`config.mk`:
```
export PLATFORM = sky130hd
export DESIGN_NAME = wb_interconnect
export DESIGN_NICKNAME = d
export VERILOG_FILES = /design/src/rtl/bus_pkg.sv /design/src/rtl/wb_interconnect.sv
export SDC_FILE = /design/constraint.sdc
export NUM_CORES = 1
export LEC_CHECK = 0
export ABC_AREA = 1
export BUFFER_PORTS_ARGS = -buffer_cell sky130_fd_sc_hd__buf_2
export CORE_AREA = 8 8 120 122
export CTS_BUF_LIST = sky130_fd_sc_hd__clkbuf_8
export CTS_CLUSTER_DIAMETER = 80
export DETAILED_ROUTE_END_ITERATION = 6
export DIE_AREA = 0 0 128 130
export MAX_ROUTING_LAYER = met4
export PLACE_DENSITY = 0.65
export SYNTH_ARGS = -nofsm -noshare
export SYNTH_HDL_FRONTEND = slang
export SYNTH_SLANG_ARGS = --single-unit
```
`constraint.sdc`:
```
create_clock -name w_csi_rx_clk -period 1.1 [get_ports w_csi_rx_clk]
set_input_delay 0.11 -clock w_csi_rx_clk [delete_from_list [all_inputs] [get_ports w_csi_rx_clk]]
set_output_delay 0.11 -clock w_csi_rx_clk [all_outputs]
set_load 0.02 [all_outputs]
```
`src/rtl/bus_pkg.sv`:
```
package bus_pkg;

	////////////////////
	// Wishbone widths

	localparam int WB_AW = 16;
	localparam int WB_DW = 32;

	////////////////////
	// Register commands

	// Command byte width
	localparam int REG_CMD_W = 8;

	// Flash enable, bit 0
	localparam logic [REG_CMD_W-1:0] REG_FLASH_EN = 8'h00;
	// Backlight duty, bits 7..0
	localparam logic [REG_CMD_W-1:0] REG_PWM_DUTY = 8'h03;
	// Read-only status
	localparam logic [REG_CMD_W-1:0] REG_STATUS = 8'h04;

	// Status fields
	localparam int STAT_FCNT_W = 4;
	localparam int STAT_OVF_BIT = 8;

	////////////////////
	// Host address word

	// Region bit clear, frame-buffer word address
	typedef struct packed {
		logic region;
		logic [WB_AW-2:0] word;
	} mem_view_t;

	// Region bit set, command in the low byte
	typedef struct packed {
		logic region;
		logic [WB_AW-REG_CMD_W-2:0] rsvd;
		logic [REG_CMD_W-1:0] cmd;
	} reg_view_t;

	typedef union packed {
		mem_view_t mem;
		reg_view_t regv;
	} host_addr_u;

endpackage

```
`src/rtl/wb_interconnect.sv`:
```
module wb_interconnect
	import bus_pkg::*;
#(
	parameter int FB_AW = 10
) (
	input  logic w_csi_rx_clk,
	input  logic w_sys_rstn,
	// Master 0, frame writer
	input  logic m0_cyc_i,
	input  logic m0_stb_i,
	input  logic m0_we_i,
	input  logic [WB_AW-1:0] m0_adr_i,
	input  logic [WB_DW-1:0] m0_dat_i,
	output logic [WB_DW-1:0] m0_dat_o,
	output logic m0_ack_o,
	// Master 1, host
	input  logic m1_cyc_i,
	input  logic m1_stb_i,
	input  logic m1_we_i,
	input  logic [WB_AW-1:0] m1_adr_i,
	input  logic [WB_DW-1:0] m1_dat_i,
	output logic [WB_DW-1:0] m1_dat_o,
	output logic m1_ack_o,
	// Frame buffer slave
	output logic fb_stb_o,
	output logic fb_we_o,
	output logic [FB_AW-1:0] fb_adr_o,
	output logic [WB_DW-1:0] fb_dat_o,
	input  logic [WB_DW-1:0] fb_dat_i,
	input  logic fb_ack_i,
	// Register bank slave
	output logic reg_stb_o,
	output logic reg_we_o,
	output logic [REG_CMD_W-1:0] reg_cmd_o,
	output logic [WB_DW-1:0] reg_dat_o,
	input  logic [WB_DW-1:0] reg_dat_i,
	input  logic reg_ack_i
);

	logic busy_q;
	logic gnt_q;
	logic pri_q;
	logic req0;
	logic req1;
	logic gnt_d;
	logic g_cyc;
	logic g_stb;
	logic g_we;
	host_addr_u g_adr;
	logic [WB_DW-1:0] g_dat;
	logic bus_act;
	logic s_ack;
	logic [WB_DW-1:0] s_dat;

	assign req0 = m0_cyc_i && m0_stb_i;
	assign req1 = m1_cyc_i && m1_stb_i;

	////////////////////
	// Round-robin grant

	// Tie goes to the priority holder, otherwise the lone requester
	always_comb begin
		if (req0 && req1) begin
			gnt_d = pri_q;
		end else begin
			gnt_d = req1;
		end
	end

	always_ff @(posedge w_csi_rx_clk or negedge w_sys_rstn) begin
		if (!w_sys_rstn) begin
			busy_q <= 1'b0;
			gnt_q <= 1'b0;
			pri_q <= 1'b0;
		end else if (!busy_q) begin
			// Grant only changes on an idle bus
			if (req0 || req1) begin
				busy_q <= 1'b1;
				gnt_q <= gnt_d;
			end
		end else if (s_ack) begin
			// Other master goes first next time
			busy_q <= 1'b0;
			pri_q <= ~gnt_q;
		end else if (!g_cyc) begin
			// Master gave up the cycle
			busy_q <= 1'b0;
		end
	end

	////////////////////
	// Forward and decode

	assign g_cyc = gnt_q ? m1_cyc_i : m0_cyc_i;
	assign g_stb = gnt_q ? m1_stb_i : m0_stb_i;
	assign g_we = gnt_q ? m1_we_i : m0_we_i;
	assign g_adr = gnt_q ? m1_adr_i : m0_adr_i;
	assign g_dat = gnt_q ? m1_dat_i : m0_dat_i;

	assign bus_act = busy_q && g_cyc && g_stb;

	// Region bit picks the slave
	assign fb_stb_o = bus_act && !g_adr.mem.region;
	assign fb_we_o = g_we;
	assign fb_adr_o = g_adr.mem.word[FB_AW-1:0];
	assign fb_dat_o = g_dat;

	assign reg_stb_o = bus_act && g_adr.regv.region;
	assign reg_we_o = g_we;
	assign reg_cmd_o = g_adr.regv.cmd;
	assign reg_dat_o = g_dat;

	// Return path, granted master only
	assign s_ack = fb_ack_i || reg_ack_i;
	assign s_dat = g_adr.regv.region ? reg_dat_i : fb_dat_i;

	assign m0_ack_o = busy_q && !gnt_q && s_ack;
	assign m1_ack_o = busy_q && gnt_q && s_ack;
	assign m0_dat_o = gnt_q ? '0 : s_dat;
	assign m1_dat_o = gnt_q ? s_dat : '0;

endmodule

```
==> flow_summary.yaml, run 1 <==
global_routing:
  grt_max_degree: 36
  grt_usage_pct: 14.38
  grt_pass1_wl_mm: 19.01
  antenna_found_initial: 0
  grt_pass1_vias: 3868
  grt.overflow.total: 0
synth:
  syn_area_per_cell_um2: 5.211
  synth_adder_area_share_pct: 0
  synth_compound_area_share_pct: 0.6250
  synth_xor_area_share_pct: 0
  yosysSeqAreaShare_pct: 3.125
  netlist_area_mm2: 0.002402
  synth_fp_nets: 631
  yosys.area_share.simple_pct: 64.11
  ys_warn_count: 0
  synth_top_family_by_area: "simple AND/OR/NAND/NOR gates"
  ys_seq_elements: 3
  syn_inst: 461
  synth_cell_types: 15
  muxShareOfSynthArea_pct: 0
power_and_ir_drop:
  powerDensity_mw_per_mm2: 1435
  seq_power_share_pct: 2.3
  p_clk_share_pct: 4.0
  combPwrFrac_pct: 93.7
  p_sw_share_pct: 56.22
  power.switching_uw: 4324
  power_uw: 7691
  power.internal_uw: 3367
  ir_drop_mv: 0.5195
  cellLeakagePower_uw: 0.003153
sta:
  finalCritPeriodShare_pct: 151.3
  maxSlewHeadroom_pct: 74.86
  fmax_mhz: 601.0
  hold_violations: 0
  layout_setup_ws_ns: -0.5640
  layout_min_cycle_time_ns: 1.664
  setup_viol: 153
  rsz0062_at_grt: "true"
  slew_violations: 0
  tightest_slew_ns: 0.3746
  skew_ns: 0.001783
critical_path:
  crit_arrival_ns: 1.55
  cp_slowest_cell: "dfrtp_4"
  path_class: "reg -> out"
  cp_cell_sequence: "buf_8, buf_6, buf_4, nor2_2, buf_6"
  cp-end-kind: "output port"
  r2r-start: "gnt_q"
  r2r_cells: 6
  reg2reg_setup_slack_ns: -0.08
  cpMostUsedCell: "buf_6"
  cp_max_fo: 20
  start_kind: "flop"
  cpPeakStageDelay_ns: 0.51
  rr_endpoint: "busy_q"
  required_ns: 0.99
clock_network:
  clkSinkCount: 3
  cts_tree: "yes"
  htreeDepth: 1
  clock_latency_ns: 0.21
  cts_inserted_buffers: 3
  clkTransAtPathRegs_ns: 0.03
  cts_buffer_depth: 2
  clock-root-buffer: "clkbuf_8"
routing:
  routed_wl_mm: 14.08
  avgViaCountPerCell: 4.117
  via_count: 3796
  wl_per_cell_um: 15.27
  drt_iter0_drc: 132
  ant_nets: 0
  firstDrtPassIters: 4
  drc: 0
floorplan:
  die_area_mm2: 0.01664
  chipWidth_um: 128
  rows: 41
  io_pins: 322
  core_mm2: 0.01241
  die_h_um: 130
  initial_utilization_pct: 19.35
cells_and_area:
  final_common_cell: "buf_2"
  syn2layout_area_growth_pct: 123.1
  fin_nets: 921
  final_cell_mix: "buf_2, nand2_1, buf_6"
  antenna_cells: 0
  drive_gt1_share_pct: 76.80
  final_cells: 922
placed_design:
  post-place-ws_ns: -0.3675
  port_buffers: 311
  dp.cells: 901
  dp_hpwl_mm: 10.58
  place.gp.congestion: 0.9082
hold_path:
  hold_end: "busy_q"
  hold_path_class: "in -> reg"
  holdPathStages: 4
  holdCritStartpoint: "fb_ack_i"
run_status:
  violations: "setup timing"
  outcome: "complete, but fails checks"
flow_run:
  maxCapViolations: 0
[flip-flops by register name (all words and copies together) (netlist names)]
name	flops
pri_q	1
gnt_q	1
busy_q	1
[synth_stat cells]
library cell	number	area share [%]
nand2_1	175	27
nor2_1	70	11
inv_1	68	11
nand3_2	50	21
buf_4	48	15
nand3_1	17	3.5
buf_2	8	1.7
buf_6	8	3.8
buf_1	3	0.47
clkbuf_1	3	0.47
dfrtp_1	3	3.1
o21ai_0	3	0.62
nand2_2	2	0.52
nand2_4	2	0.94
inv_2	1	0.16
[critical path, delay by kind of cell, from the launching register on]
kind	cells	cell delay, ns
flops	1	0.51
simple gates	1	0.16
buf+inv	4	0.66
[layer usage]
metal	vias up	track usage, %	wire [um]
met5	-	-	0
met4	0	3.077	274
met3	22	2.285	688
met2	163	26.76	7575
met1	1707	15.82	5542
li1	1904	-	-
[cell type report]
| type | instances | area [um2] |
|---|---|---|
| inverter | 69 | 266.5 |
| tap | 172 | 215.2 |
| multi-input combinational | 319 | 2183 |
| fill | 1279 | 7054 |
| clock buffer | 3 | 41.29 |
| timing repair buffer | 355 | 2571 |
| clock inverter | 1 | 3.754 |
| sequential | 3 | 78.83 |
[logic make-up (layout without fill, tap and decap cells)]
| group | Yosys count | in the layout |
|---|---|---|
| flops | 3 | 3 |
| simple gates | 316 | 316 |
| compound gates | 3 | 3 |
| buf+inv | 139 | 428 |
[power groups by stage]
stage | clock network [uW] | registers [uW] | logic [uW]
2_1_floorplan | 0 | 152 | 4280
3_3_place_gp | 0 | 166 | 5630
3_5_place_dp | 0 | 167 | 5660
4_1_cts | 319 | 172 | 6520
5_1_grt | 327 | 183 | 7660
6_report | 310 | 178 | 7200
[worst max path at each step]
stage	startpoint	end	slack (ns)	cells past startpoint
after global routing	gnt_q	m0_dat_o[19]	-0.61	5
after floorplan	gnt_q	m0_dat_o[10]	-0.12	6
after global placement	gnt_q	m0_dat_o[21]	-0.34	5
after CTS	gnt_q	m1_dat_o[22]	-0.52	7
after detailed placement	gnt_q	m0_dat_o[21]	-0.37	5
final	gnt_q	m0_dat_o[19]	-0.56	5
[through the flow]
stage / hold slack (ns) / util (%) / cell area [um2] / setup TNS, ns
2_1_floorplan: -0.1856 / - / 2805 / -9.292
3_3_place_gp: -0.07714 / 34.41 / 4272 / -39.74
3_5_place_dp: -0.08554 / 34.41 / 4272 / -43.20
4_1_cts: 0.1669 / 39.49 / 4902 / -70.79
5_1_grt: 0.2007 / 43.18 / 5360 / -74.69
6_report: 0.1725 / 43.18 / 5360 / -66.56
[what timing repair did]
item                                    4_1_cts  5_1_grt
pin swaps                                    19       40
gates resized for setup                     164       77
buffers inserted                              0       10
endpoints found under the setup margin      153      154
hold buffers                                  1        0
cloned                                        2        4
endpoints found under the hold margin         3        0
Note: power is estimated with default switching activity, not from simulation.
==> run 2: changes to the inputs <==
--- a/config.mk
+++ b/config.mk
@@ -14,6 +14,7 @@
 export DIE_AREA = 0 0 128 130
 export MAX_ROUTING_LAYER = met4
 export PLACE_DENSITY = 0.65
+export SKIP_LAST_GASP = 1
 export SYNTH_ARGS = -nofsm -noshare
 export SYNTH_HDL_FRONTEND = slang
 export SYNTH_SLANG_ARGS = --single-unit
==> flow_summary.yaml, run 2 (same netlist as run 1, synthesis figures left out) <==
critical_path:
  r2r_cells: 6
  crit_arrival_ns: 1.53
  cp_max_fo: 20
  cp-endpoint: "m0_dat_o[21]"
  cpMostUsedCell: "buf_4"
  cp_cell_sequence: "buf_8, buf_6, buf_4, nor2_2, buf_4"
  cp-end-kind: "output port"
  reg2reg_setup_slack_ns: -0.06
  required_ns: 0.99
  crit_path_start: "gnt_q"
  crit_buf_inv: 4
  r2r-start: "gnt_q"
  path_class: "reg -> out"
  start_kind: "flop"
  cp_top_family: "buffers and inverters"
  rr_endpoint: "busy_q"
  cpPeakStageDelay_ns: 0.51
  cp_slowest_cell: "dfrtp_4"
  cp_num_cells: 5
clock_network:
  cts_tree: "yes"
  clkTransAtPathRegs_ns: 0.03
  cts_inserted_buffers: 3
  cts_buffer_depth: 2
  clkSinkCount: 3
  htreeDepth: 1
  clock_latency_ns: 0.21
  clock-root-buffer: "clkbuf_8"
cells_and_area:
  final_util_pct: 41.63
  fin_nets: 911
  syn2layout_area_growth_pct: 115.2
  final_cell_mix: "buf_2, nand2_1, inv_1"
  nFillCells: 1301
  final_common_cell: "buf_2"
  top_regs: "busy_q x1, gnt_q x1, pri_q x1"
  drive_gt1_share_pct: 75.27
  multi_input_area_mm2: 0.002118
  seq_area_um2: 78.83
  antenna_cells: 0
sta:
  tightest_slew_ns: 0.3947
  hold_violations: 0
  layout_min_cycle_time_ns: 1.644
  maxSlewHeadroom_pct: 73.41
  finalCritPeriodShare_pct: 149.5
  whs_ns: 0.1698
  fmax_mhz: 608.1
  layout_setup_ws_ns: -0.5445
  rsz0062_at_grt: "true"
  slew_violations: 0
  skew_ns: 0.0009223
  setup_viol: 154
power_and_ir_drop:
  power.internal_uw: 3191
  ir_drop_mv: 0.5162
  p_clk_share_pct: 4.2
  p_sw_share_pct: 56.88
  power.switching_uw: 4209
  power_uw: 7400
  seq_power_share_pct: 2.4
  cellLeakagePower_uw: 0.003077
  powerDensity_mw_per_mm2: 1432
  combPwrFrac_pct: 93.5
floorplan:
  die_area_mm2: 0.01664
  initial_utilization_pct: 19.35
  rows: 41
  io_pins: 322
  core_mm2: 0.01241
  chipWidth_um: 128
  die_h_um: 130
routing:
  firstDrtPassIters: 4
  wl_per_cell_um: 14.85
  drc: 0
  ant_nets: 0
  routed_wl_mm: 13.55
  drt_iter0_drc: 137
  via_count: 3747
  avgViaCountPerCell: 4.109
global_routing:
  grt_usage_pct: 14.11
  grt_max_degree: 36
  grt.overflow.total: 0
  grt_pass1_vias: 3790
  grt_pass1_wl_mm: 18.68
  antenna_found_initial: 0
hold_path:
  hold_path_class: "in -> reg"
run_status:
  violations: "setup timing"
  outcome: "complete, but fails checks"
placed_design:
  place.gp.congestion: 0.9082
  dp_hpwl_mm: 10.58
  port_buffers: 311
flow_run:
  maxCapViolations: 0
-- run 2: cell types whose count changed in the layout (fill, tap and decap cells not counted), sizes merged --
cell  before  now
buf      351  341
-- run 2: layer usage --
layer / vias up / global-route usage [%] / wire length (um)
met5: - / - / 0
met4: 0 / 2.587 / 215
met3: 18 / 2.570 / 733
met2: 173 / 26.17 / 7293
met1: 1676 / 15.55 / 5305
li1: 1880 / - / -
-- run 2: what timing repair did --
| item | in CTS | in global routing |
|---|---|---|
| pin swaps | 13 | 36 |
| cloned | 2 | 3 |
| setup endpoints to repair | 153 | 154 |
| hold endpoints to repair | 3 | 0 |
| resized for setup | 125 | 84 |
| hold buffers | 1 | 0 |
| setup buffers | 0 | 1 |
-- run 2: worst min path at each step --
stage | slack (ns) | cells after the start | start | end
finish | 0.17 | 4 | fb_ack_i | busy_q
global route | 0.20 | 4 | fb_ack_i | busy_q
CTS | 0.17 | 4 | fb_ack_i | busy_q
detailed placement | -0.09 | 1 | w_sys_rstn | pri_q
global placement | -0.08 | 1 | w_sys_rstn | pri_q
floorplan | -0.19 | 0 | w_sys_rstn | busy_q
-- run 2: power groups by stage --
stage                     clock network [uW]  registers [uW]  logic (uW)
after detailed placement                   0             167        5660
final                                    307             176        6920
after global placement                     0             166        5630
after floorplan                            0             152        4280
after global routing                     327             181        7350
after CTS                                319             172        6330
-- run 2: area by class of cell --
type                       count  share of cell area, %
sequential                     3                  1.525
timing repair buffer         345                  47.30
multi-input combinational    319                  40.98
clock buffer                   3                 0.7988
tap                          172                  4.164
clock inverter                 1                0.07262
inverter                      69                  5.156
-- run 2: metrics by stage --
stage          setup TNS, ns  cells  setup slack, ns  area, um2
2_1_floorplan         -9.292    461          -0.1163       2805
3_3_place_gp          -39.74    901          -0.3370       4272
3_5_place_dp          -43.20    901          -0.3675       4272
4_1_cts               -71.31    908          -0.5344       4780
5_1_grt               -74.64    912          -0.5942       5169
6_report              -66.43    912          -0.5445       5169
-- run 2: worst reg2reg max path: cells and delay by family, from the launching register on --
kind | cells | cell delay, ns
and+or+nand+nor | 4 | 0.23
buffers and inverters | 2 | 0.32
DFF | 1 | 0.51
