`src/rtl/csi_pkg.sv`:
```
package csi_pkg;

	////////////////////
	// Lane layout

	// Data lanes on the receiver
	localparam int CSI_LANES = 4;

	// RAW8 pixel
	localparam int RAW_W = 8;

	// One receiver slot per lane, pixel sits in the upper bits
	localparam int RX_SLOT_W = 12;

	// Full receiver word, four slots
	localparam int RX_WORD_W = CSI_LANES * RX_SLOT_W;

	// Packed pixel word, lane 0 in the low byte
	localparam int PIX_WORD_W = CSI_LANES * RAW_W;

	////////////////////
	// Lane polarity

	// One bit per data lane, set where P and N are swapped on the board
	typedef logic [CSI_LANES-1:0] lane_flip_t;

endpackage

```
`src/rtl/csi_lane_unpack.sv`:
```
module csi_lane_unpack
	import csi_pkg::*;
#(
	parameter lane_flip_t LANE_FLIP = 4'b0011
) (
	input  logic w_csi_rx_clk,
	input  logic w_sys_rstn,
	input  logic rx_vsync_i,
	input  logic rx_de_i,
	input  logic [RX_WORD_W-1:0] rx_data_i,
	output logic pix_valid_o,
	output logic [PIX_WORD_W-1:0] pix_word_o,
	output logic frame_start_o
);

	logic [PIX_WORD_W-1:0] pix_word_d;
	logic vsync_q;

	// Per lane: take upper 8 bits of the slot, undo polarity, reverse bits
	always_comb begin
		logic [RAW_W-1:0] lane_byte;
		pix_word_d = '0;
		for (int l = 0; l < CSI_LANES; l++) begin
			lane_byte = rx_data_i[l*RX_SLOT_W + (RX_SLOT_W-RAW_W) +: RAW_W];
			// Swapped pair shows up as inverted data
			lane_byte = lane_byte ^ {RAW_W{LANE_FLIP[l]}};
			for (int b = 0; b < RAW_W; b++) begin
				pix_word_d[l*RAW_W + b] = lane_byte[RAW_W-1-b];
			end
		end
	end

	// Pixel payload
	always_ff @(posedge w_csi_rx_clk) begin
		if (rx_de_i) begin
			pix_word_o <= pix_word_d;
		end
	end

	// Valid and frame start, one cycle behind the beat
	always_ff @(posedge w_csi_rx_clk or negedge w_sys_rstn) begin
		if (!w_sys_rstn) begin
			pix_valid_o <= 1'b0;
			vsync_q <= 1'b0;
			frame_start_o <= 1'b0;
		end else begin
			pix_valid_o <= rx_de_i;
			vsync_q <= rx_vsync_i;
			// Rising vsync
			frame_start_o <= rx_vsync_i && !vsync_q;
		end
	end

endmodule

```
`config.mk`:
```
export PLATFORM = sky130hd
export DESIGN_NAME = csi_lane_unpack
export DESIGN_NICKNAME = d
export VERILOG_FILES = /design/src/rtl/csi_pkg.sv /design/src/rtl/csi_lane_unpack.sv
export SDC_FILE = /design/constraint.sdc
export NUM_CORES = 1
export LEC_CHECK = 0
export ABC_AREA = 1
export BUFFER_PORTS_ARGS = -buffer_cell sky130_fd_sc_hd__clkbuf_2
export CORE_AREA = 2 2 57 59
export CTS_CLUSTER_SIZE = 25
export DETAILED_ROUTE_END_ITERATION = 10
export DIE_AREA = 0 0 59 61
export PLACE_DENSITY_LB_ADDON = 0.12
export SLEW_MARGIN = 20
export SYNTH_ARGS = -nofsm -noshare
export SYNTH_HDL_FRONTEND = slang
export SYNTH_SLANG_ARGS = --single-unit
```
`constraint.sdc`:
```
create_clock -name w_csi_rx_clk -period 0.8 [get_ports w_csi_rx_clk]
set_clock_uncertainty 0.2 [all_clocks]
set_input_delay 0.12 -clock w_csi_rx_clk [delete_from_list [all_inputs] [get_ports w_csi_rx_clk]]
set_output_delay 0.12 -clock w_csi_rx_clk [all_outputs]
set_load 0.02 [all_outputs]
```
==> reports/metrics.yaml, run 1 <==
outcome: "finished, violations left"
violations: "hold timing, setup timing"
drv_slew: 0
period_needed_ps: 1190
cp_num_cells: 1
finalSetupTns_ps: -12470
grtUsageTotal_pct: 11.01
setup_viol: 35
min_to: "pix_word_o[19]"
fin_util_pct: 59.11
regToRegEndpoint: "frame_start_o"
numCtsBuffers: 5
ys_types: 4
ys_seq_elements: 35
overflow: 0
fin_area_um2: 1745
placed_cells: 157
dp_hpwl_um: 1440
vias: 704
nNetsFinal: 185
worstPathCellList: "buf_6"
worst_pin_slew_ps: 120.0
antenna_left: 0
drive_above_1_share_pct: 57.46
postCtsSetupRepairBufs: 0
fp-row-count: 20
crit_arrival_ps: 870
slowest_stage: "edfxtp_1"
hold_class: "in2reg"
synthCells: 53
core_area_um2: 2953
whs_path_depth: 1
start_kind: "flop"
timing.rr.start: "vsync_q"
die_w_um: 59
root_buffer: "clkbuf_4"
r2r_cells: 1
hold_violations: 36
r2r_slack_ps: 60
antenna_found_initial: 0
relSlewSlack_pct: 92.06
htreeDepth: 2
fmax_ghz: 0.8407
endpoint_kind: "primary output"
worstPathRequired_ps: 480
worstHoldStart: "rx_data_i[32]"
vdd_ir_drop_max_mv: 1.122
io_pins: 86
cpLargestDelayFamily: "flip-flops"
synth_nets: 105
period_share_pct: 148.7
cp_slowest_stage_delay_ps: 400
whs_ps: -230.0
final-instance-count-excl-fill: 167
multiInputGateArea_um2: 6.256
synth-seq-area-share_pct: 93.67
gp_congestion: 0.6623
leakage_nw: 0.8242
syn_to_final_growth_pct: 57.81
io_buffers: 69
first_pass_iters: 4
first_global_vias: 650
seqCellArea_um2: 1036
start_util_pct: 37.46
drc_errors: 0
die_area_um2: 3599
path_clk_slew_ps: 90
ctsLongestPathBuffers: 2
syn_area_per_cell_um2: 20.87
worstSetupPathType: "reg2out"
yosys_warnings: 0
cp_max_fo: 1
cts_tree: "built"
syn-cell-area_um2: 1106
via_per_inst: 4.216
first_iter_violations: 12
clkSinkCount: 35
n_antenna_cell: 0
grt_max_degree: 18
grt_first_pass_wirelength_um: 2628
n_fill_cell: 258
die_h_um: 61
total_power_mw: 3.587
rsz0062_at_grt: "true"
wirelength_um: 1957
wl_per_cell_um: 11.72
place_area_um2: 1533
max_cap_violations: 0
clkLatencyLatePin_ps: 310
cp_num_buf_inv: 1
dp_slack_ps: -129.9
powerDensity_nw_per_um2: 2055
final.setup.worst_slack_ps: -389.5
## cells in the mapped netlist, drive strengths merged
library cell	number	area, µm²
nor2	1	6.260
inv	17	63.81
edfxtp	32	960.9
dfrtp	3	75.07
## what timing repair did
item                                   in CTS  in global routing
hold buffers                                2                  1
gates resized for setup                     0                 80
endpoints found under the hold margin      38                 38
setup endpoints to repair                  34                 35
cloned                                      0                  0
## worst max-delay path by stage
stage,start,endpoint,slack (ps)
CTS,pix_word_o[28],pix_word_o[28],-400
detailed placement,rx_de_i,pix_word_o[9],-130
global placement,rx_de_i,pix_word_o[16],-120
floorplan,pix_word_o[0],pix_word_o[0],30
global route,pix_word_o[7],pix_word_o[7],-440
finish,pix_word_o[19],pix_word_o[19],-390
## cells in the final DEF, fill, tap and decap left out
| cell | n |
|---|---|
| clkbuf_1 | 1 |
| buf_6 | 23 |
| clkbuf_4 | 5 |
| buf_12 | 2 |
| inv_1 | 17 |
| clkbuf_2 | 35 |
| dlygate4sd3_1 | 2 |
| buf_2 | 11 |
| dfrtp_1 | 3 |
| edfxtp_1 | 32 |
| clkinv_1 | 2 |
| nor2_2 | 1 |
## per-layer routing
| metal | wire, µm | up-vias | global-route usage (%) |
|---|---|---|---|
| li1 | - | 335 | - |
| met1 | 615 | 326 | 9.705 |
| met2 | 1091 | 41 | 18.10 |
| met3 | 232 | 2 | 7.889 |
| met4 | 18 | 0 | 6.818 |
| met5 | 0 | - | 0 |
## sequential cells by signal, summed over array words and instances, names as in the netlist
| signal | cells |
|---|---|
| pix_word_o | 32 |
| frame_start_o | 1 |
| pix_valid_o | 1 |
| vsync_q | 1 |
## kinds of logic (layout without fill, tap and decap cells)
group         after synthesis  in the layout  synth area share, %
flops                      35             35                93.66
simple gates                1              1               0.5660
buf+inv                    17             98                5.769
## power by group
| part | total [mW] | leakage, nW | internal, mW | switching, mW |
|---|---|---|---|---|
| Clock | 0.820 | 0.0273 | 0.325 | 0.495 |
| Combinational | 0.566 | 0.447 | 0.280 | 0.286 |
| Sequential | 2.20 | 0.349 | 2.15 | 0.0501 |
| Total | 3.59 | 0.824 | 2.76 | 0.831 |
## area by class of cell
cell class	count	share of cell area, %
clock buffer	6	2.366
tap	33	2.366
timing repair buffer	73	31.47
clock inverter	2	0.4301
sequential	35	59.35
multi-input combinational	1	0.3584
inverter	17	3.656
No activity file was read; power rests on OpenSTA's default activity.
==> run 2, diff against run 1 <==
--- a/config.mk
+++ b/config.mk
@@ -7,12 +7,11 @@
 export LEC_CHECK = 0
 export ABC_AREA = 1
 export BUFFER_PORTS_ARGS = -buffer_cell sky130_fd_sc_hd__clkbuf_2
-export CORE_AREA = 2 2 57 59
+export CORE_AREA = 2 2 61 63
 export CTS_CLUSTER_SIZE = 25
 export DETAILED_ROUTE_END_ITERATION = 10
-export DIE_AREA = 0 0 59 61
+export DIE_AREA = 0 0 63 65
 export PLACE_DENSITY_LB_ADDON = 0.12
-export SLEW_MARGIN = 20
 export SYNTH_ARGS = -nofsm -noshare
 export SYNTH_HDL_FRONTEND = slang
 export SYNTH_SLANG_ARGS = --single-unit
==> constraint.sdc (replaced) <==
create_clock -name w_csi_rx_clk -period 1.05 [get_ports w_csi_rx_clk]
set_clock_uncertainty 0.2 [all_clocks]
set_input_delay 0.1575 -clock w_csi_rx_clk [delete_from_list [all_inputs] [get_ports w_csi_rx_clk]]
set_output_delay 0.1575 -clock w_csi_rx_clk [all_outputs]
set_load 0.02 [all_outputs]
==> reports/metrics.yaml, run 2 (synthesized netlist as in run 1, its figures left out) <==
outcome: "finished, violations left"
violations: "setup timing"
start_util_pct: 31.64
place_area_um2: 1551
worstPathRequired_ps: 690
first_global_vias: 817
period_share_pct: 117.2
drive_above_1_share_pct: 45.83
worstPathCellList: "buf_6"
worstSetupPathType: "reg2out"
syn_to_final_growth_pct: 86.31
rsz0062_at_grt: "true"
first_pass_iters: 2
fmax_ghz: 0.8125
fin_area_um2: 2061
largest-register: "pix_word_o"
io_pins: 86
fp-row-count: 22
p_int_mw: 2.157
drv_slew: 0
period_needed_ps: 1231
p_seq_share_pct: 59.4
n_fill_cell: 296
overflow: 0
placed_cells: 172
antenna_found_initial: 0
power.switching_mw: 0.6572
crit_arrival_ps: 870
relSlewSlack_pct: 91.91
grt_max_degree: 23
vdd_ir_drop_max_mv: 0.7751
path_clk_slew_ps: 100
nNetsFinal: 219
cp_max_fo: 1
hold_class: "in2reg"
clkSinkCount: 35
die_h_um: 65
final-instance-count-excl-fill: 216
seqCellArea_um2: 1036
final.setup.worst_slack_ps: -180.7
vias: 816
root_buffer: "clkbuf_4"
hold_violations: 0
worst_pin_slew_ps: 121.4
power_frac_comb_pct: 18.0
drc_errors: 0
numCtsBuffers: 5
setup_viol: 34
antenna_left: 0
whs_ps: 43.79
gp_congestion: 0.6106
start_kind: "flop"
die_area_um2: 4095
wl_per_cell_um: 9.903
n_antenna_cell: 0
clkLatencyLatePin_ps: 320
endpoint_kind: "primary output"
first_iter_violations: 24
multiInputGateArea_um2: 6.256
clockPowerShare_pct: 22.7
grt_first_pass_wirelength_um: 3332
cts_tree: "built"
grtUsageTotal_pct: 11.18
leakage_nw: 0.9514
switching_share_pct: 23.36
powerDensity_nw_per_um2: 1365
largest_reg_flops: 32
die_w_um: 63
htreeDepth: 2
cp_num_buf_inv: 1
postCtsSetupRepairBufs: 0
cp_slowest_stage_delay_ps: 400
wirelength_um: 2139
mostFrequentLayoutCell: "dlygate4sd3_1"
core_area_um2: 3496
dp_hpwl_um: 1359
cpLargestDelayFamily: "flip-flops"
max_cap_violations: 0
io_buffers: 69
finalSetupTns_ps: -5429
ctsLongestPathBuffers: 2
mostFrequentLayoutCells: "36 x dlygate4sd3_1, 35 x clkbuf_2, 32 x edfxtp_1"
slowest_stage: "edfxtp_1"
via_per_inst: 3.778
[run 2: layer usage]
| metal | part of all wire [%] | track usage, % |
|---|---|---|
| met5 | 0 | 0 |
| met2 | 54 | 19.95 |
| met1 | 36 | 10.69 |
| met4 | 1.9 | 5.833 |
| met3 | 8.1 | 5.208 |
[run 2: per-stage QoR]
stage,total power [mW],util (%),worst slack (ps)
floorplan,1.847,-,243.0
finish,2.814,58.95,-180.7
global placement,2.037,44.38,51.78
global route,2.958,58.95,-263.8
CTS,2.812,56.08,-219.3
detailed placement,2.045,44.38,49.14
[run 2: path summary, 6_finish.rpt]
check	start	to	cells past startpoint	slack (ps)
min	rx_de_i	pix_word_o[27]	2	40
max	pix_word_o[27]	pix_word_o[27]	1	-180
min in group asynchronous	w_sys_rstn	frame_start_o	3	490
min reg2reg	vsync_q	frame_start_o	1	230
max reg2reg	vsync_q	frame_start_o	1	310
max in group asynchronous	w_sys_rstn	pix_valid_o	3	50
[run 2: final cells by class]
type                            count  share of cell area, %
Sequential cell                    35                  50.27
Clock inverter                      2                 0.3643
Tap cell                           48                  2.914
Timing Repair Buffer              107                  41.04
Clock buffer                        6                  2.004
Inverter                           17                  3.097
Multi-Input combinational cell      1                 0.3036
[run 2: what timing repair did]
action                                  CTS  global route
hold buffers                             36             0
endpoints found under the setup margin   34            34
gates cloned                              0             0
resized for setup                         0            66
hold endpoints to repair                 38             0
pin swaps                                 0             0
[run 2: power by group through the flow]
stage | registers (mW) | logic (mW) | clock network [mW]
after floorplan | 1.84 | 0.0117 | 0
after global placement | 1.69 | 0.346 | 0
after detailed placement | 1.70 | 0.349 | 0
after CTS | 1.66 | 0.455 | 0.693
after global routing | 1.68 | 0.539 | 0.737
final | 1.67 | 0.505 | 0.637
==> run 3, diff against run 2 <==
--- a/config.mk
+++ b/config.mk
@@ -5,13 +5,13 @@
 export SDC_FILE = /design/constraint.sdc
 export NUM_CORES = 1
 export LEC_CHECK = 0
-export ABC_AREA = 1
 export BUFFER_PORTS_ARGS = -buffer_cell sky130_fd_sc_hd__clkbuf_2
 export CORE_AREA = 2 2 61 63
 export CTS_CLUSTER_SIZE = 25
 export DETAILED_ROUTE_END_ITERATION = 10
 export DIE_AREA = 0 0 63 65
 export PLACE_DENSITY_LB_ADDON = 0.12
+export RECOVER_POWER = 25
 export SYNTH_ARGS = -nofsm -noshare
 export SYNTH_HDL_FRONTEND = slang
 export SYNTH_SLANG_ARGS = --single-unit
==> reports/metrics.yaml, run 3 <==
yosys_warnings: 0
yosysTopAreaCell: "edfxtp_1"
die_w_um: 63
power.switching_mw: 0.6802
grtUsageTotal_pct: 12.04
crit_arrival_ps: 880
via_per_inst: 3.780
cp_num_buf_inv: 1
powerDensity_nw_per_um2: 1382
io_pins: 86
wl_per_cell_um: 10.82
first_global_vias: 804
clockPowerShare_pct: 22.9
ctsLongestPathBuffers: 2
wirelength_um: 2315
switching_share_pct: 24.10
htreeDepth: 2
fin_area_um2: 2043
hold_class: "in2reg"
worstHoldStart: "rx_de_i"
gp_congestion: 0.5986
use_met2_pct: 22.74
worstSetupPathType: "reg2out"
power_frac_comb_pct: 17.8
nNetsFinal: 218
first_pass_iters: 3
core_area_um2: 3496
syn_to_final_growth_pct: 84.10
total_power_mw: 2.823
worst_pin_slew_ps: 407.2
grt_first_pass_wirelength_um: 3505
syn-cell-area_um2: 1110
timing.rr.start: "vsync_q"
grt_max_degree: 18
drv_slew: 0
vdd_ir_drop_max_mv: 0.8130
busiest_layer: "met2"
syn_area_per_cell_um2: 21.34
n_antenna_cell: 0
clkLatencyLatePin_ps: 320
n_fill_cell: 310
worstPathRequired_ps: 690
start_kind: "flop"
violations: "setup timing"
numCtsBuffers: 5
path_clk_slew_ps: 100
antenna_left: 0
yosysTopAreaCellShare_pct: 86.58
final.setup.worst_slack_ps: -190.6
leakage_nw: 0.9435
fp-row-count: 22
period_share_pct: 118.2
io_buffers: 69
cp_slowest_stage_delay_ps: 390
synth_most_common_cell: "edfxtp_1"
antenna_found_initial: 0
ys_seq_elements: 35
endpoint_kind: "primary output"
clkSinkCount: 35
setup_viol: 35
mostFrequentLayoutCell: "clkbuf_2"
drive_above_1_share_pct: 46.39
largest-register: "pix_word_o"
p_seq_share_pct: 59.3
die_area_um2: 4095
synth-seq-area-share_pct: 93.35
relSlewSlack_pct: 72.85
use_met3_pct: 5.382
fin_util_pct: 58.45
postCtsSetupRepairBufs: 0
die_h_um: 65
worstPathCellList: "buf_2"
vias: 809
hold_violations: 0
ys_types: 4
period_needed_ps: 1241
dp_hpwl_um: 1407
overflow: 0
start_util_pct: 31.75
mostFrequentLayoutCells: "37 x clkbuf_2, 36 x dlygate4sd3_1, 32 x edfxtp_1"
cp_max_fo: 1
synthFlopType: "edfxtp_1"
startpoint: "pix_word_o[11]"
grt.met1_usage_pct: 11.11
cts_tree: "built"
outcome: "finished, violations left"
synth_area_leaders: "edfxtp_1 87%, dfrtp_1 6.8%, inv_1 5.4%, nor2b_4 1.2%"
root_buffer: "clkbuf_4"
synth_nets: 104
place_area_um2: 1555
slowest_stage: "edfxtp_1"
first_iter_violations: 16
fmax_ghz: 0.8061
netlist_top_cells_count: "32 x edfxtp_1, 16 x inv_1, 3 x dfrtp_1"
rsz0062_at_grt: "true"
whs_ps: 232.7
p_int_mw: 2.143
max_cap_violations: 0
synth-edff-count: 32
drc_errors: 0
cpLargestDelayFamily: "flip-flops"
synthCells: 52
async_flop_share_pct: 8.571
largest_reg_flops: 32
run 3: changes by cell type in the layout (fill, tap and decap cells not counted):
| cell | before | now |
|---|---|---|
| buf_2 | 18 | 15 |
| inv_1 | 17 | 16 |
| nor2_2 | 1 | 0 |
| buf_6 | 16 | 18 |
| clkbuf_2 | 35 | 37 |
| clkinv_1 | 2 | 1 |
| nor2b_4 | 0 | 1 |
| clkinv_2 | 0 | 1 |
| buf_12 | 2 | 0 |
run 3: final timing paths:
check	to	slack, ps	cells past startpoint
worst max register to register	frame_start_o	270	1
worst min register to register	frame_start_o	270	1
min in group asynchronous	pix_valid_o	490	3
worst min-delay path	pix_word_o[6]	230	2
worst max-delay path	pix_word_o[11]	-190	1
max in group asynchronous	vsync_q	50	3
run 3: timing repair:
| item | CTS | global route |
|---|---|---|
| hold buffers | 36 | 0 |
| resized for setup | 0 | 69 |
| hold endpoints to repair | 38 | 0 |
| endpoints found under the setup margin | 34 | 34 |
run 3: area by class of cell:
class | instances | area, µm² | share of cell area (%)
Clock buffer | 5 | 37.54 | 1.837
Tap cell | 48 | 60.06 | 2.939
Sequential cell | 35 | 1036 | 50.70
Multi-Input combinational cell | 1 | 13.76 | 0.6736
Inverter | 16 | 60.06 | 2.939
Clock inverter | 2 | 8.758 | 0.4287
Timing Repair Buffer | 107 | 827.0 | 40.48
run 3: metrics by stage:
| step | instances | setup TNS [ps] | setup WS (ps) |
|---|---|---|---|
| 6_report | 214 | -5617 | -190.6 |
| 5_1_grt | 214 | -7490 | -241.3 |
| 4_1_cts | 214 | -6325 | -201.2 |
| 3_5_place_dp | 171 | 0 | 79.73 |
| 3_3_place_gp | 171 | 0 | 83.44 |
| 2_1_floorplan | 52 | 0 | 243.0 |
run 3: kinds of logic after synthesis:
kind of cell	Yosys count	synth area share, %
and+or+nand+nor	1	1.240
buffers and inverters	16	5.412
DFF	35	93.35
run 3: power by group through the flow:
stage,Clock [mW],Sequential (mW),Combinational [mW]
2_1_floorplan,0,1.84,0.0129
3_3_place_gp,0,1.69,0.347
3_5_place_dp,0,1.70,0.352
4_1_cts,0.689,1.66,0.458
5_1_grt,0.749,1.68,0.532
6_report,0.647,1.67,0.502
run 3: layer usage:
metal  up-vias  share of wire (%)  wire length (µm)
li1        403                  -                 -
met1       357                 35               817
met2        43                 54              1255
met3         6                8.6               198
met4         0                1.9                44
met5         -                  0                 0
