## src/rtl/bus_pkg.sv

```systemverilog
package bus_pkg;

	////////////////////
	// Wishbone widths

	localparam int WB_AW = 16;
	localparam int WB_DW = 32;

	////////////////////
	// Register commands

	// Command byte width
	localparam int REG_CMD_W = 8;

	// Flash enable, bit 0
	localparam logic [REG_CMD_W-1:0] REG_FLASH_EN = 8'h00;
	// Backlight duty, bits 7..0
	localparam logic [REG_CMD_W-1:0] REG_PWM_DUTY = 8'h03;
	// Read-only status
	localparam logic [REG_CMD_W-1:0] REG_STATUS = 8'h04;

	// Status fields
	localparam int STAT_FCNT_W = 4;
	localparam int STAT_OVF_BIT = 8;

	////////////////////
	// Host address word

	// Region bit clear, frame-buffer word address
	typedef struct packed {
		logic region;
		logic [WB_AW-2:0] word;
	} mem_view_t;

	// Region bit set, command in the low byte
	typedef struct packed {
		logic region;
		logic [WB_AW-REG_CMD_W-2:0] rsvd;
		logic [REG_CMD_W-1:0] cmd;
	} reg_view_t;

	typedef union packed {
		mem_view_t mem;
		reg_view_t regv;
	} host_addr_u;

endpackage

```

## src/rtl/board_ctrl.sv

```systemverilog
module board_ctrl
	import bus_pkg::*;
(
	input  logic w_csi_rx_clk,
	input  logic w_sys_rstn,
	input  logic wb_stb_i,
	input  logic wb_we_i,
	input  logic [REG_CMD_W-1:0] wb_cmd_i,
	input  logic [WB_DW-1:0] wb_dat_i,
	output logic [WB_DW-1:0] wb_dat_o,
	output logic wb_ack_o,
	input  logic frame_start_i,
	input  logic overflow_i,
	input  logic spi_ssn_i,
	input  logic spi_sck_i,
	input  logic i2c_scl_i,
	output logic spi_cs_o,
	output logic spi_sck_o,
	output logic pwm_o,
	output logic led_o
);

	localparam int PWM_W = 12;

	logic ack_q;
	logic first_beat;
	logic wr_en;
	logic rd_status;
	logic flash_en_q;
	logic [7:0] duty_q;
	logic [STAT_FCNT_W-1:0] fcnt_q;
	logic ovf_q;
	logic [PWM_W-1:0] pwm_cnt_q;
	logic pwm_q;
	logic [WB_DW-1:0] rd_d;
	logic [WB_DW-1:0] rd_q;

	assign first_beat = wb_stb_i && !ack_q;
	// Writes land with the ack
	assign wr_en = first_beat && wb_we_i;
	assign rd_status = first_beat && !wb_we_i && (wb_cmd_i == REG_STATUS);

	////////////////////
	// Register file

	always_comb begin
		rd_d = '0;
		case (wb_cmd_i)
			REG_FLASH_EN: rd_d[0] = flash_en_q;
			REG_PWM_DUTY: rd_d[7:0] = duty_q;
			REG_STATUS: begin
				rd_d[STAT_FCNT_W-1:0] = fcnt_q;
				rd_d[STAT_OVF_BIT] = ovf_q;
			end
			default: ;
		endcase
	end

	always_ff @(posedge w_csi_rx_clk) begin
		if (first_beat) begin
			rd_q <= rd_d;
		end
	end

	always_ff @(posedge w_csi_rx_clk or negedge w_sys_rstn) begin
		if (!w_sys_rstn) begin
			ack_q <= 1'b0;
			flash_en_q <= 1'b0;
			duty_q <= '0;
			fcnt_q <= '0;
			ovf_q <= 1'b0;
		end else begin
			ack_q <= first_beat;
			if (wr_en && (wb_cmd_i == REG_FLASH_EN)) begin
				flash_en_q <= wb_dat_i[0];
			end
			if (wr_en && (wb_cmd_i == REG_PWM_DUTY)) begin
				duty_q <= wb_dat_i[7:0];
			end
			// Wraps at 16 frames
			if (frame_start_i) begin
				fcnt_q <= fcnt_q + 1'b1;
			end
			// Sticky, a new drop beats the clearing read
			if (overflow_i) begin
				ovf_q <= 1'b1;
			end else if (rd_status) begin
				ovf_q <= 1'b0;
			end
		end
	end

	////////////////////
	// Backlight PWM

	// Duty scaled to 12 bits, zero keeps the backlight off
	always_ff @(posedge w_csi_rx_clk or negedge w_sys_rstn) begin
		if (!w_sys_rstn) begin
			pwm_cnt_q <= '0;
			pwm_q <= 1'b0;
		end else begin
			pwm_cnt_q <= pwm_cnt_q + 1'b1;
			pwm_q <= ({duty_q, 4'b0000} > pwm_cnt_q);
		end
	end

	// Shared pins, flash owns them only when enabled
	assign spi_cs_o = flash_en_q ? spi_ssn_i : 1'b1;
	assign spi_sck_o = flash_en_q ? spi_sck_i : i2c_scl_i;

	assign pwm_o = pwm_q;
	// Toggles every 8 frames
	assign led_o = fcnt_q[STAT_FCNT_W-1];
	assign wb_dat_o = rd_q;
	assign wb_ack_o = ack_q;

endmodule

```

## config.mk

```make
export PLATFORM = sky130hd
export DESIGN_NAME = board_ctrl
export DESIGN_NICKNAME = d
export VERILOG_FILES = /design/src/rtl/bus_pkg.sv /design/src/rtl/board_ctrl.sv
export SDC_FILE = /design/constraint.sdc
export NUM_CORES = 1
export LEC_CHECK = 0
export ABC_AREA = 1
export CORE_MARGIN = 2
export CORE_UTILIZATION = 45
export CTS_BUF_LIST = sky130_fd_sc_hd__clkbuf_4 sky130_fd_sc_hd__clkbuf_8 sky130_fd_sc_hd__clkbuf_16
export DETAILED_ROUTE_END_ITERATION = 8
export DONT_BUFFER_PORTS = 1
export PLACE_DENSITY_LB_ADDON = 0.3
export SYNTH_ARGS = -nofsm -noshare
export SYNTH_HDL_FRONTEND = slang
export SYNTH_SLANG_ARGS = --single-unit
```

## constraint.sdc

```tcl
create_clock -name w_csi_rx_clk -period 2.8 [get_ports w_csi_rx_clk]
set_clock_uncertainty 0.05 [all_clocks]
set_input_delay 0.14 -clock w_csi_rx_clk [delete_from_list [all_inputs] [get_ports w_csi_rx_clk]]
set_output_delay 0.14 -clock w_csi_rx_clk [all_outputs]
set_load 0.01 [all_outputs]
```

==> flow_summary.toml, run 1 <==
[timing]
rsz0062_at_grt = "no"
setup_viol = 0
fin_crit_sh_pct = 52.34
fin_crit_ns = 1.465
slew_violations = 0
fin_ws_ns = 1.335
hold_viol = 0
fmax_mhz = 682.4
fin_hold_ws_ns = 0.02314
tns_ns = 0

[route]
detail-route-antenna-nets = 0
wirelength_um = 3540
drtPass1Iterations = 4
num_vias = 1433
drc_errors = 0
wire_per_inst_um = 11.53
dr.first_iter.drc_count = 55
vias_per_cell = 4.668

[power]
p_switching_uw = 299.6
internal-power_uw = 838.0
powerDensity_nw_per_um2 = 504.9
irDropWorstVdd_v = 0.0002818
clockPowerShare_pct = 33.5
power.leakage_nw = 1.123
combPwrFrac_pct = 10.5
p_seq_share_pct = 56.0
swShare_pct = 26.34

[cells_and_area]
utilization_pct = 51.05
syn_to_final_growth_pct = 8.103
layout-drive-gt1-share_pct = 7.451
fin_nets = 314
mostFrequentLayoutCells = "nand2_1, inv_1, dfrtp_1"
final_common_cell = "nand2_1"
insertedDiodeCount = 0

[clocking]
h-tree-depth = 2
cts_resized = 0
cts_root_buffer = "clkbuf_8"
postCtsSetupBuffers = 0
ctsHoldBuffers = 12
cts_buffer_depth = 2
cts.sink_count = 37
cts_tree = "done"
clock_latency_ns = 0.29
clkTransAtPathRegs_ns = 0.07
numCtsBuffers = 5

[die]
die_w_um = 72.06
rows = 24
fp.dieH_um = 72.06
start_util_pct = 47.22
fp.coreArea_um2 = 4414
io_pins = 86
dieArea_um2 = 5193

[synthesis]
synth_area_um2 = 2084
synth_fa_ha_area_share_pct = 6.603
syn_area_per_cell_um2 = 8.722
yosysSeqAreaShare_pct = 46.58
ys_types = 24
synth_top_family_by_area = "simple AND/OR/NAND/NOR gates"
muxShareOfSynthArea_pct = 0.5402
synthSimpleGateAreaFrac_pct = 24.37
synthXorXnorAreaFrac_pct = 4.622
synth-seq-cells = 37
synthCells = 239
ys_warn_count = 0
synth-compound-area-share_pct = 1.200

[global_routing]
grt-ovfl-total = 0
grt_pass1_vias = 1326
grt_pass1_wl_um = 6058
grt_antenna_before_repair = 0
grt_max_degree = 29
track_usage_pct = 15.29

[placement]
pre_cts_slack_ns = 1.349
portBuffers = 0
place_hpwl_um = 2637
place_congestion = 0.8712

[worst_setup_path]
cp-end-kind = "flop"
cp.arrival_ns = 1.60
worstSetupPathType = "flop to flop"
setup.worst_path.start_class = "flop"
critPathRequiredTime_ns = 2.93
crit_fanout = 11

[run]
drv_cap = 0

[run_status]
status = "complete, no violations"

[worst_hold_path]
hold_path_class = "input pin to flop"
-- routing by layer --
layer	wire length [µm]	vias up	track usage, %	part of all wire, %
li1	-	727	-	-
met1	1571	651	20.50	44
met2	1645	49	23.34	46
met3	240	6	3.472	6.8
met4	82	0	7.547	2.3
met5	0	-	0	0
-- flip-flops by register name, indices dropped and copies added, names as in the netlist --
signal	flops
duty_q	8
pwm_o	1
wb_dat_o	9
pwm_cnt_q	12
fcnt_q	4
flash_en_q	1
wb_ack_o	1
ovf_q	1
-- path summary, 6_finish.rpt --
path	start	cells after the start	end	slack, ns
worst max-delay path	wb_ack_o$_DFF_PN0_	5	duty_q[0]$_DFFE_PN0P_	1.33
worst min-delay path	wb_cmd_i[1]	2	wb_dat_o[3]$_DFFE_PP_	0.02
worst max register to register	wb_ack_o$_DFF_PN0_	5	duty_q[0]$_DFFE_PN0P_	1.33
worst min register to register	ovf_q$_DFFE_PN0P_	2	ovf_q$_DFFE_PN0P_	0.42
max in group asynchronous	w_sys_rstn	2	duty_q[0]$_DFFE_PN0P_	2.30
min in group asynchronous	w_sys_rstn	2	fcnt_q[3]$_DFFE_PN0P_	0.23
-- area by class of cell --
type	count	area [µm²]
fillers	446	2161
flip-flops and latches	37	970.9
multi-input cells	163	864.6
inverters	35	131.4
repair buffers	12	130.1
clock buffers	6	82.58
well taps	52	65.06
clock inverters	2	8.758
-- logic make-up (layout without fill, tap and decap cells) --
kind of cell,Yosys count,in the layout
adder cells (fa/ha/maj),11,11
flip-flops,37,37
XOR/XNOR,11,11
AO/OA/AOI/OAI,5,5
other,1,23
multiplexers,1,1
buffers and inverters,61,55
AND/OR/NAND/NOR,112,112
-- metrics by stage --
stage               total power [mW]  instances  area, µm²
floorplan                     0.7471        261       2167
global placement              0.7403        287       2032
detailed placement            0.7438        287       2032
CTS                            1.154        307       2253
global route                   1.204        307       2253
finish                         1.138        307       2253
-- critical path: stages, from the launching register on --
cell and delay, ns:
dfrtp_1 0.43, or2_4 0.28, nor2_4 0.26, nand2_2 0.19
nand2_1 0.10, nand2_1 0.05
-- power groups by stage --
stage                     combinational (mW)  clock (mW)  sequential, mW
after floorplan                        0.107           0           0.640
after CTS                              0.122       0.394           0.637
after detailed placement              0.0955           0           0.648
after global routing                   0.143       0.418           0.643
after global placement                0.0919           0           0.648
final                                  0.119       0.382           0.637
-- synthesized netlist by cell type, drive strengths merged --
master / count / area, µm²
ha: 11 / 137.6
mux2: 1 / 11.26
edfxtp: 9 / 270.3
nand2: 62 / 235.2
xor2: 10 / 87.58
buf: 26 / 200.2
or2: 1 / 8.760
nor3: 2 / 10.01
inv: 35 / 131.4
conb: 1 / 3.750
nand4: 4 / 25.02
nor2: 21 / 108.9
dfrtp: 28 / 700.7
a21oi: 3 / 15.01
xnor2: 1 / 8.760
o21ai: 2 / 10.00
nand3: 22 / 120.1
Power figures use the tool's default switching activity.
==> inputs of run 2 (changes only) <==
==> constraint.sdc (replaced) <==
create_clock -name w_csi_rx_clk -period 1.3 [get_ports w_csi_rx_clk]
set_clock_uncertainty 0.05 [all_clocks]
set_input_delay 0.065 -clock w_csi_rx_clk [delete_from_list [all_inputs] [get_ports w_csi_rx_clk]]
set_output_delay 0.065 -clock w_csi_rx_clk [all_outputs]
set_load 0.01 [all_outputs]
==> run 2 against run 1 <==
Effect of this change:
- power increased by 140%
- critical endpoint is now pwm_o$_DFF_PN0_
- critical path type unchanged
- routed wire length increased by 6.3%
- fmax increased by 12%
- sequential share of layout area decreased by 5.1 points
- combinational power increased to 2.5 times the previous value
- register-to-register slack got worse by 1.3 ns
- core utilization increased by 6.9 points
- flip-flop and latch count unchanged
- non-clock buffer count increased by 24
- clock power increased to 2.6 times the previous value
- the flow now finishes with violations (setup timing)
- design area increased by 13%
==> flow_summary.toml, run 2 (synthesized netlist as in run 1, its figures left out) <==
[timing]
setup_viol = 1
fin_hold_ws_ns = 0.03082
fmax_mhz = 762.3
slew_violations = 0
fin_crit_ns = 1.312
fin_ws_ns = -0.01174
rsz0062_at_grt = "yes"
fin_crit_sh_pct = 100.9
hold_viol = 0

[worst_hold_path]
hold_path_class = "input pin to flop"

[global_routing]
grt_max_degree = 29
track_usage_pct = 15.48
grt-ovfl-total = 0
grt_pass1_vias = 1340
grt_antenna_before_repair = 0
grt_pass1_wl_um = 6065

[route]
drtPass1Iterations = 4
wirelength_um = 3762
routed.top_layer = "met4"
wl_met1_um = 1684
drc_errors = 0
wl_met2_um = 1824
vias_per_cell = 4.610
num_vias = 1526
detail-route-antenna-nets = 0
dr.first_iter.drc_count = 38
met3RoutedLength_um = 166
wire_per_inst_um = 11.37

[clocking]
cts.sink_count = 37
cts_buffer_depth = 2
cts_root_buffer = "clkbuf_8"
cts_tree = "done"
numCtsBuffers = 5
clkTransAtPathRegs_ns = 0.08
clock_latency_ns = 0.30
h-tree-depth = 2

[worst_setup_path]
critPathRequiredTime_ns = 1.44
cp.arrival_ns = 1.45
crit_fanout = 3
worstSetupPathType = "flop to flop"
cp-end-kind = "flop"
setup.worst_path.start_class = "flop"

[placement]
place_congestion = 0.8471
portBuffers = 0
pre_cts_slack_ns = 0.02694
place_hpwl_um = 2705

[cells_and_area]
layout-drive-gt1-share_pct = 20.79
syn_to_final_growth_pct = 22.63
insertedDiodeCount = 0
largest_register_ffs = 12
final_common_cell = "nand2_1"
utilization_pct = 57.91
regMostFlops = "pwm_cnt_q"
mostFrequentLayoutCells = "nand2_1, inv_1, dfrtp_1"
fin_nets = 338

[power]
powerDensity_nw_per_um2 = 1048
power.leakage_nw = 1.272
irDropWorstVdd_v = 0.0006665

[die]
fp.dieH_um = 72.06
fp.coreArea_um2 = 4414
die_w_um = 72.06
rows = 24
dieArea_um2 = 5193
start_util_pct = 47.22
io_pins = 86

[run_status]
status = "complete, but fails checks"
failed_checks = "setup timing"

[run]
drv_cap = 0
[run 2: cell type report]
cell class | instances | area (µm²)
timing repair buffer | 36 | 334.1
sequential | 37 | 970.9
clock inverter | 2 | 38.79
tap | 52 | 65.06
clock buffer | 6 | 76.32
fill | 392 | 1858
inverter | 35 | 131.4
multi-input combinational | 163 | 939.7
[run 2: stage by stage]
| step | area [µm²] | total power, mW | setup TNS, ns | instances |
|---|---|---|---|---|
| after floorplan | 2167 | 1.609 | 0 | 261 |
| after global placement | 2157 | 1.614 | 0 | 302 |
| after detailed placement | 2157 | 1.621 | 0 | 302 |
| after CTS | 2439 | 2.705 | 0 | 325 |
| after global routing | 2556 | 2.811 | -0.1750 | 331 |
| final | 2556 | 2.680 | -0.01174 | 331 |
[run 2: power by group]
part / leakage (nW) / switching (mW) / internal (mW)
registers: 0.450 / 0.0933 / 1.28
logic: 0.763 / 0.163 / 0.136
clock network: 0.0588 / 0.413 / 0.596
[run 2: per-layer routing]
layer  up-vias  track usage, %
li1        773               -
met1       692           19.91
met2        51           23.85
met3        10           3.611
met4         0           9.015
met5         -               0
[run 2: repair_timing]
item	4_1_cts	5_1_grt
endpoints found under the setup margin	1	9
pin swaps	0	9
resized for setup	2	18
endpoints found under the hold margin	43	0
hold buffers	15	0
buffers inserted	0	6
[run 2: critical path, stage by stage, from the launching register on]
cell     delay [ns]
dfrtp_1        0.43
ha_1           0.32
nand2_2        0.07
nor2_2         0.10
nand2_1        0.08
nor2_2         0.11
a21oi_2        0.05
[run 2: worst paths after layout]
kind / slack (ns) / end / cells after the start / startpoint
max: -0.01 / pwm_o$_DFF_PN0_ / 6 / duty_q[6]$_DFFE_PN0P_
min: 0.03 / flash_en_q$_DFFE_PN0P_ / 5 / wb_cmd_i[2]
max reg2reg: -0.01 / pwm_o$_DFF_PN0_ / 6 / duty_q[6]$_DFFE_PN0P_
min reg2reg: 0.43 / ovf_q$_DFFE_PN0P_ / 2 / ovf_q$_DFFE_PN0P_
max in group asynchronous: 0.89 / duty_q[6]$_DFFE_PN0P_ / 2 / w_sys_rstn
min in group asynchronous: 0.14 / fcnt_q[3]$_DFFE_PN0P_ / 2 / w_sys_rstn
==> inputs of run 3 (changes only) <==
==> constraint.sdc (replaced) <==
create_clock -name w_csi_rx_clk -period 1.2 [get_ports w_csi_rx_clk]
set_clock_uncertainty 0.05 [all_clocks]
set_input_delay 0.06 -clock w_csi_rx_clk [delete_from_list [all_inputs] [get_ports w_csi_rx_clk]]
set_output_delay 0.06 -clock w_csi_rx_clk [all_outputs]
set_load 0.01 [all_outputs]
==> run 3 against run 2 <==
Effect of this change:
- the flow still finishes with violations (setup timing)
- clock-buffer cell count unchanged
- worst hold slack worse by 0.024 ns
- design area up 6.9%
- fmax up 5.9%
- critical endpoint is now flash_en_q$_DFFE_PN0P_
- largest cell class is now multi-input gates
- highest routed layer unchanged
==> flow_summary.toml, run 3 (synthesized netlist as in run 1, its figures left out) <==
[clocking]
cts_tree = "done"
cts.sink_count = 37
clock_latency_ns = 0.29
cts_root_buffer = "clkbuf_8"
cts_buffer_depth = 2
clkTransAtPathRegs_ns = 0.07
h-tree-depth = 2
numCtsBuffers = 5

[worst_setup_path]
critPathRequiredTime_ns = 1.33
crit_chain = "or2_4 > nor2_4 > buf_12 > nand2_2 > nand2_1 > nand2_1"
crit_fanout = 6
worstSetupPathType = "flop to flop"
cp-end-kind = "flop"
setup.worst_path.start_class = "flop"
cp_slowest_stage_delay_ns = 0.38
cp.arrival_ns = 1.37
cp_common_cell = "nand2_1"
slowest_stage = "dfrtp_1"

[run_status]
status = "complete, but fails checks"
failed_checks = "setup timing"

[cells_and_area]
layout-drive-gt1-share_pct = 28.82
mostFrequentLayoutCells = "nand2_1, inv_1, dfrtp_1, buf_4, conb_1"
seqCellArea_um2 = 972.2
regMostFlops = "pwm_cnt_q"
final_common_cell = "nand2_1"
syn_to_final_growth_pct = 31.03
fill_cells = 369
fin_nets = 347
multi_input_area_um2 = 1044
insertedDiodeCount = 0
largest_register_ffs = 12

[timing]
fmax_mhz = 807.0
hold_viol = 0
slew_violations = 0
rsz0062_at_grt = "yes"
tns_ns = -0.1643
setup_viol = 10
fin_crit_sh_pct = 103.3
fin_crit_ns = 1.239
fin_ws_ns = -0.03911

[die]
start_util_pct = 47.22
rows = 24
fp.coreArea_um2 = 4414
fp.dieH_um = 72.06
die_w_um = 72.06
dieArea_um2 = 5193
io_pins = 86

[route]
drtPass1Iterations = 4
vias_per_cell = 4.591
detail-route-antenna-nets = 0
wire_per_inst_um = 11.47
wirelength_um = 3900
num_vias = 1561
drc_errors = 0
dr.first_iter.drc_count = 65

[worst_hold_path]
hold_path_class = "input pin to flop"

[placement]
portBuffers = 0
place_congestion = 0.8176
place_hpwl_um = 2831

[power]
total_power_mw = 2.899
powerDensity_nw_per_um2 = 1062
power.leakage_nw = 1.330
irDropWorstVdd_v = 0.0009198

[global_routing]
grt_pass1_wl_um = 6486
grt-ovfl-total = 0
grt_pass1_vias = 1485
grt_max_degree = 29
track_usage_pct = 15.94
grt_antenna_before_repair = 0

[run]
drv_cap = 0
-- run 3: cell count changes in the layout (fill, tap and decap cells not counted), sizes merged --
cell      delta
inv          -1
buf          +9
clkinvlp     +1
-- run 3: metal layers --
layer	vias to the layer above	wire [µm]	GRT usage, %
li1	797	-	-
met1	711	1768	20.39
met2	48	1904	27.32
met3	5	185	2.917
met4	0	41	5.031
met5	-	0	0
-- run 3: repair_timing --
action                                  CTS  global route
endpoints found under the setup margin   11            25
gates cloned                              0             0
pin swaps                                 6            11
endpoints found under the hold margin    43             2
gates resized for setup                  11            29
buffers inserted                          0             4
hold buffers                             14             1
-- run 3: report_power, final --
group | internal (mW) | total, mW | switching [mW]
clock | 0.637 | 1.08 | 0.444
combinational | 0.149 | 0.332 | 0.183
sequential | 1.38 | 1.49 | 0.103
-- run 3: final cells by class --
type,instances,area share [%]
Clock buffer,6,2.794
Clock inverter,2,1.237
Inverter,35,4.947
Multi-Input combinational cell,163,38.20
Sequential cell,37,35.59
Tap cell,52,2.382
Timing Repair Buffer,45,14.84
-- run 3: worst max-delay path: cells and delay by family (launching register included) --
family / cells / cell delay (ns)
AND/OR/NAND/NOR: 5 / 0.56
flip-flops: 1 / 0.38
buffers and inverters: 1 / 0.14
-- run 3: path summary, 6_finish.rpt --
kind                                    start                endpoint  slack (ns)  cells after the start
max                        wb_ack_o$_DFF_PN0_  flash_en_q$_DFFE_PN0P_       -0.04                      6
max in group asynchronous          w_sys_rstn  pwm_cnt_q[2]$_DFF_PN0_        0.75                      2
min reg2reg                 ovf_q$_DFFE_PN0P_       ovf_q$_DFFE_PN0P_        0.44                      2
max reg2reg                wb_ack_o$_DFF_PN0_  flash_en_q$_DFFE_PN0P_       -0.04                      6
min in group asynchronous          w_sys_rstn   duty_q[7]$_DFFE_PN0P_        0.16                      2
min                               wb_cmd_i[0]   duty_q[3]$_DFFE_PN0P_       0.007                      4
-- run 3: stage by stage --
stage / worst slack (ns) / utilization, % / area (µm²) / std cells / hold slack [ns]
floorplan: 0.002251 / - / 2190 / 261 / -0.2856
global placement: -0.02701 / 51.11 / 2256 / 313 / -0.2852
detailed placement: -0.07911 / 51.11 / 2256 / 313 / -0.2850
CTS: -0.05087 / 58.30 / 2574 / 335 / -0.1396
global route: -0.1072 / 61.88 / 2731 / 340 / 0.02976
finish: -0.03911 / 61.88 / 2731 / 340 / 0.006823
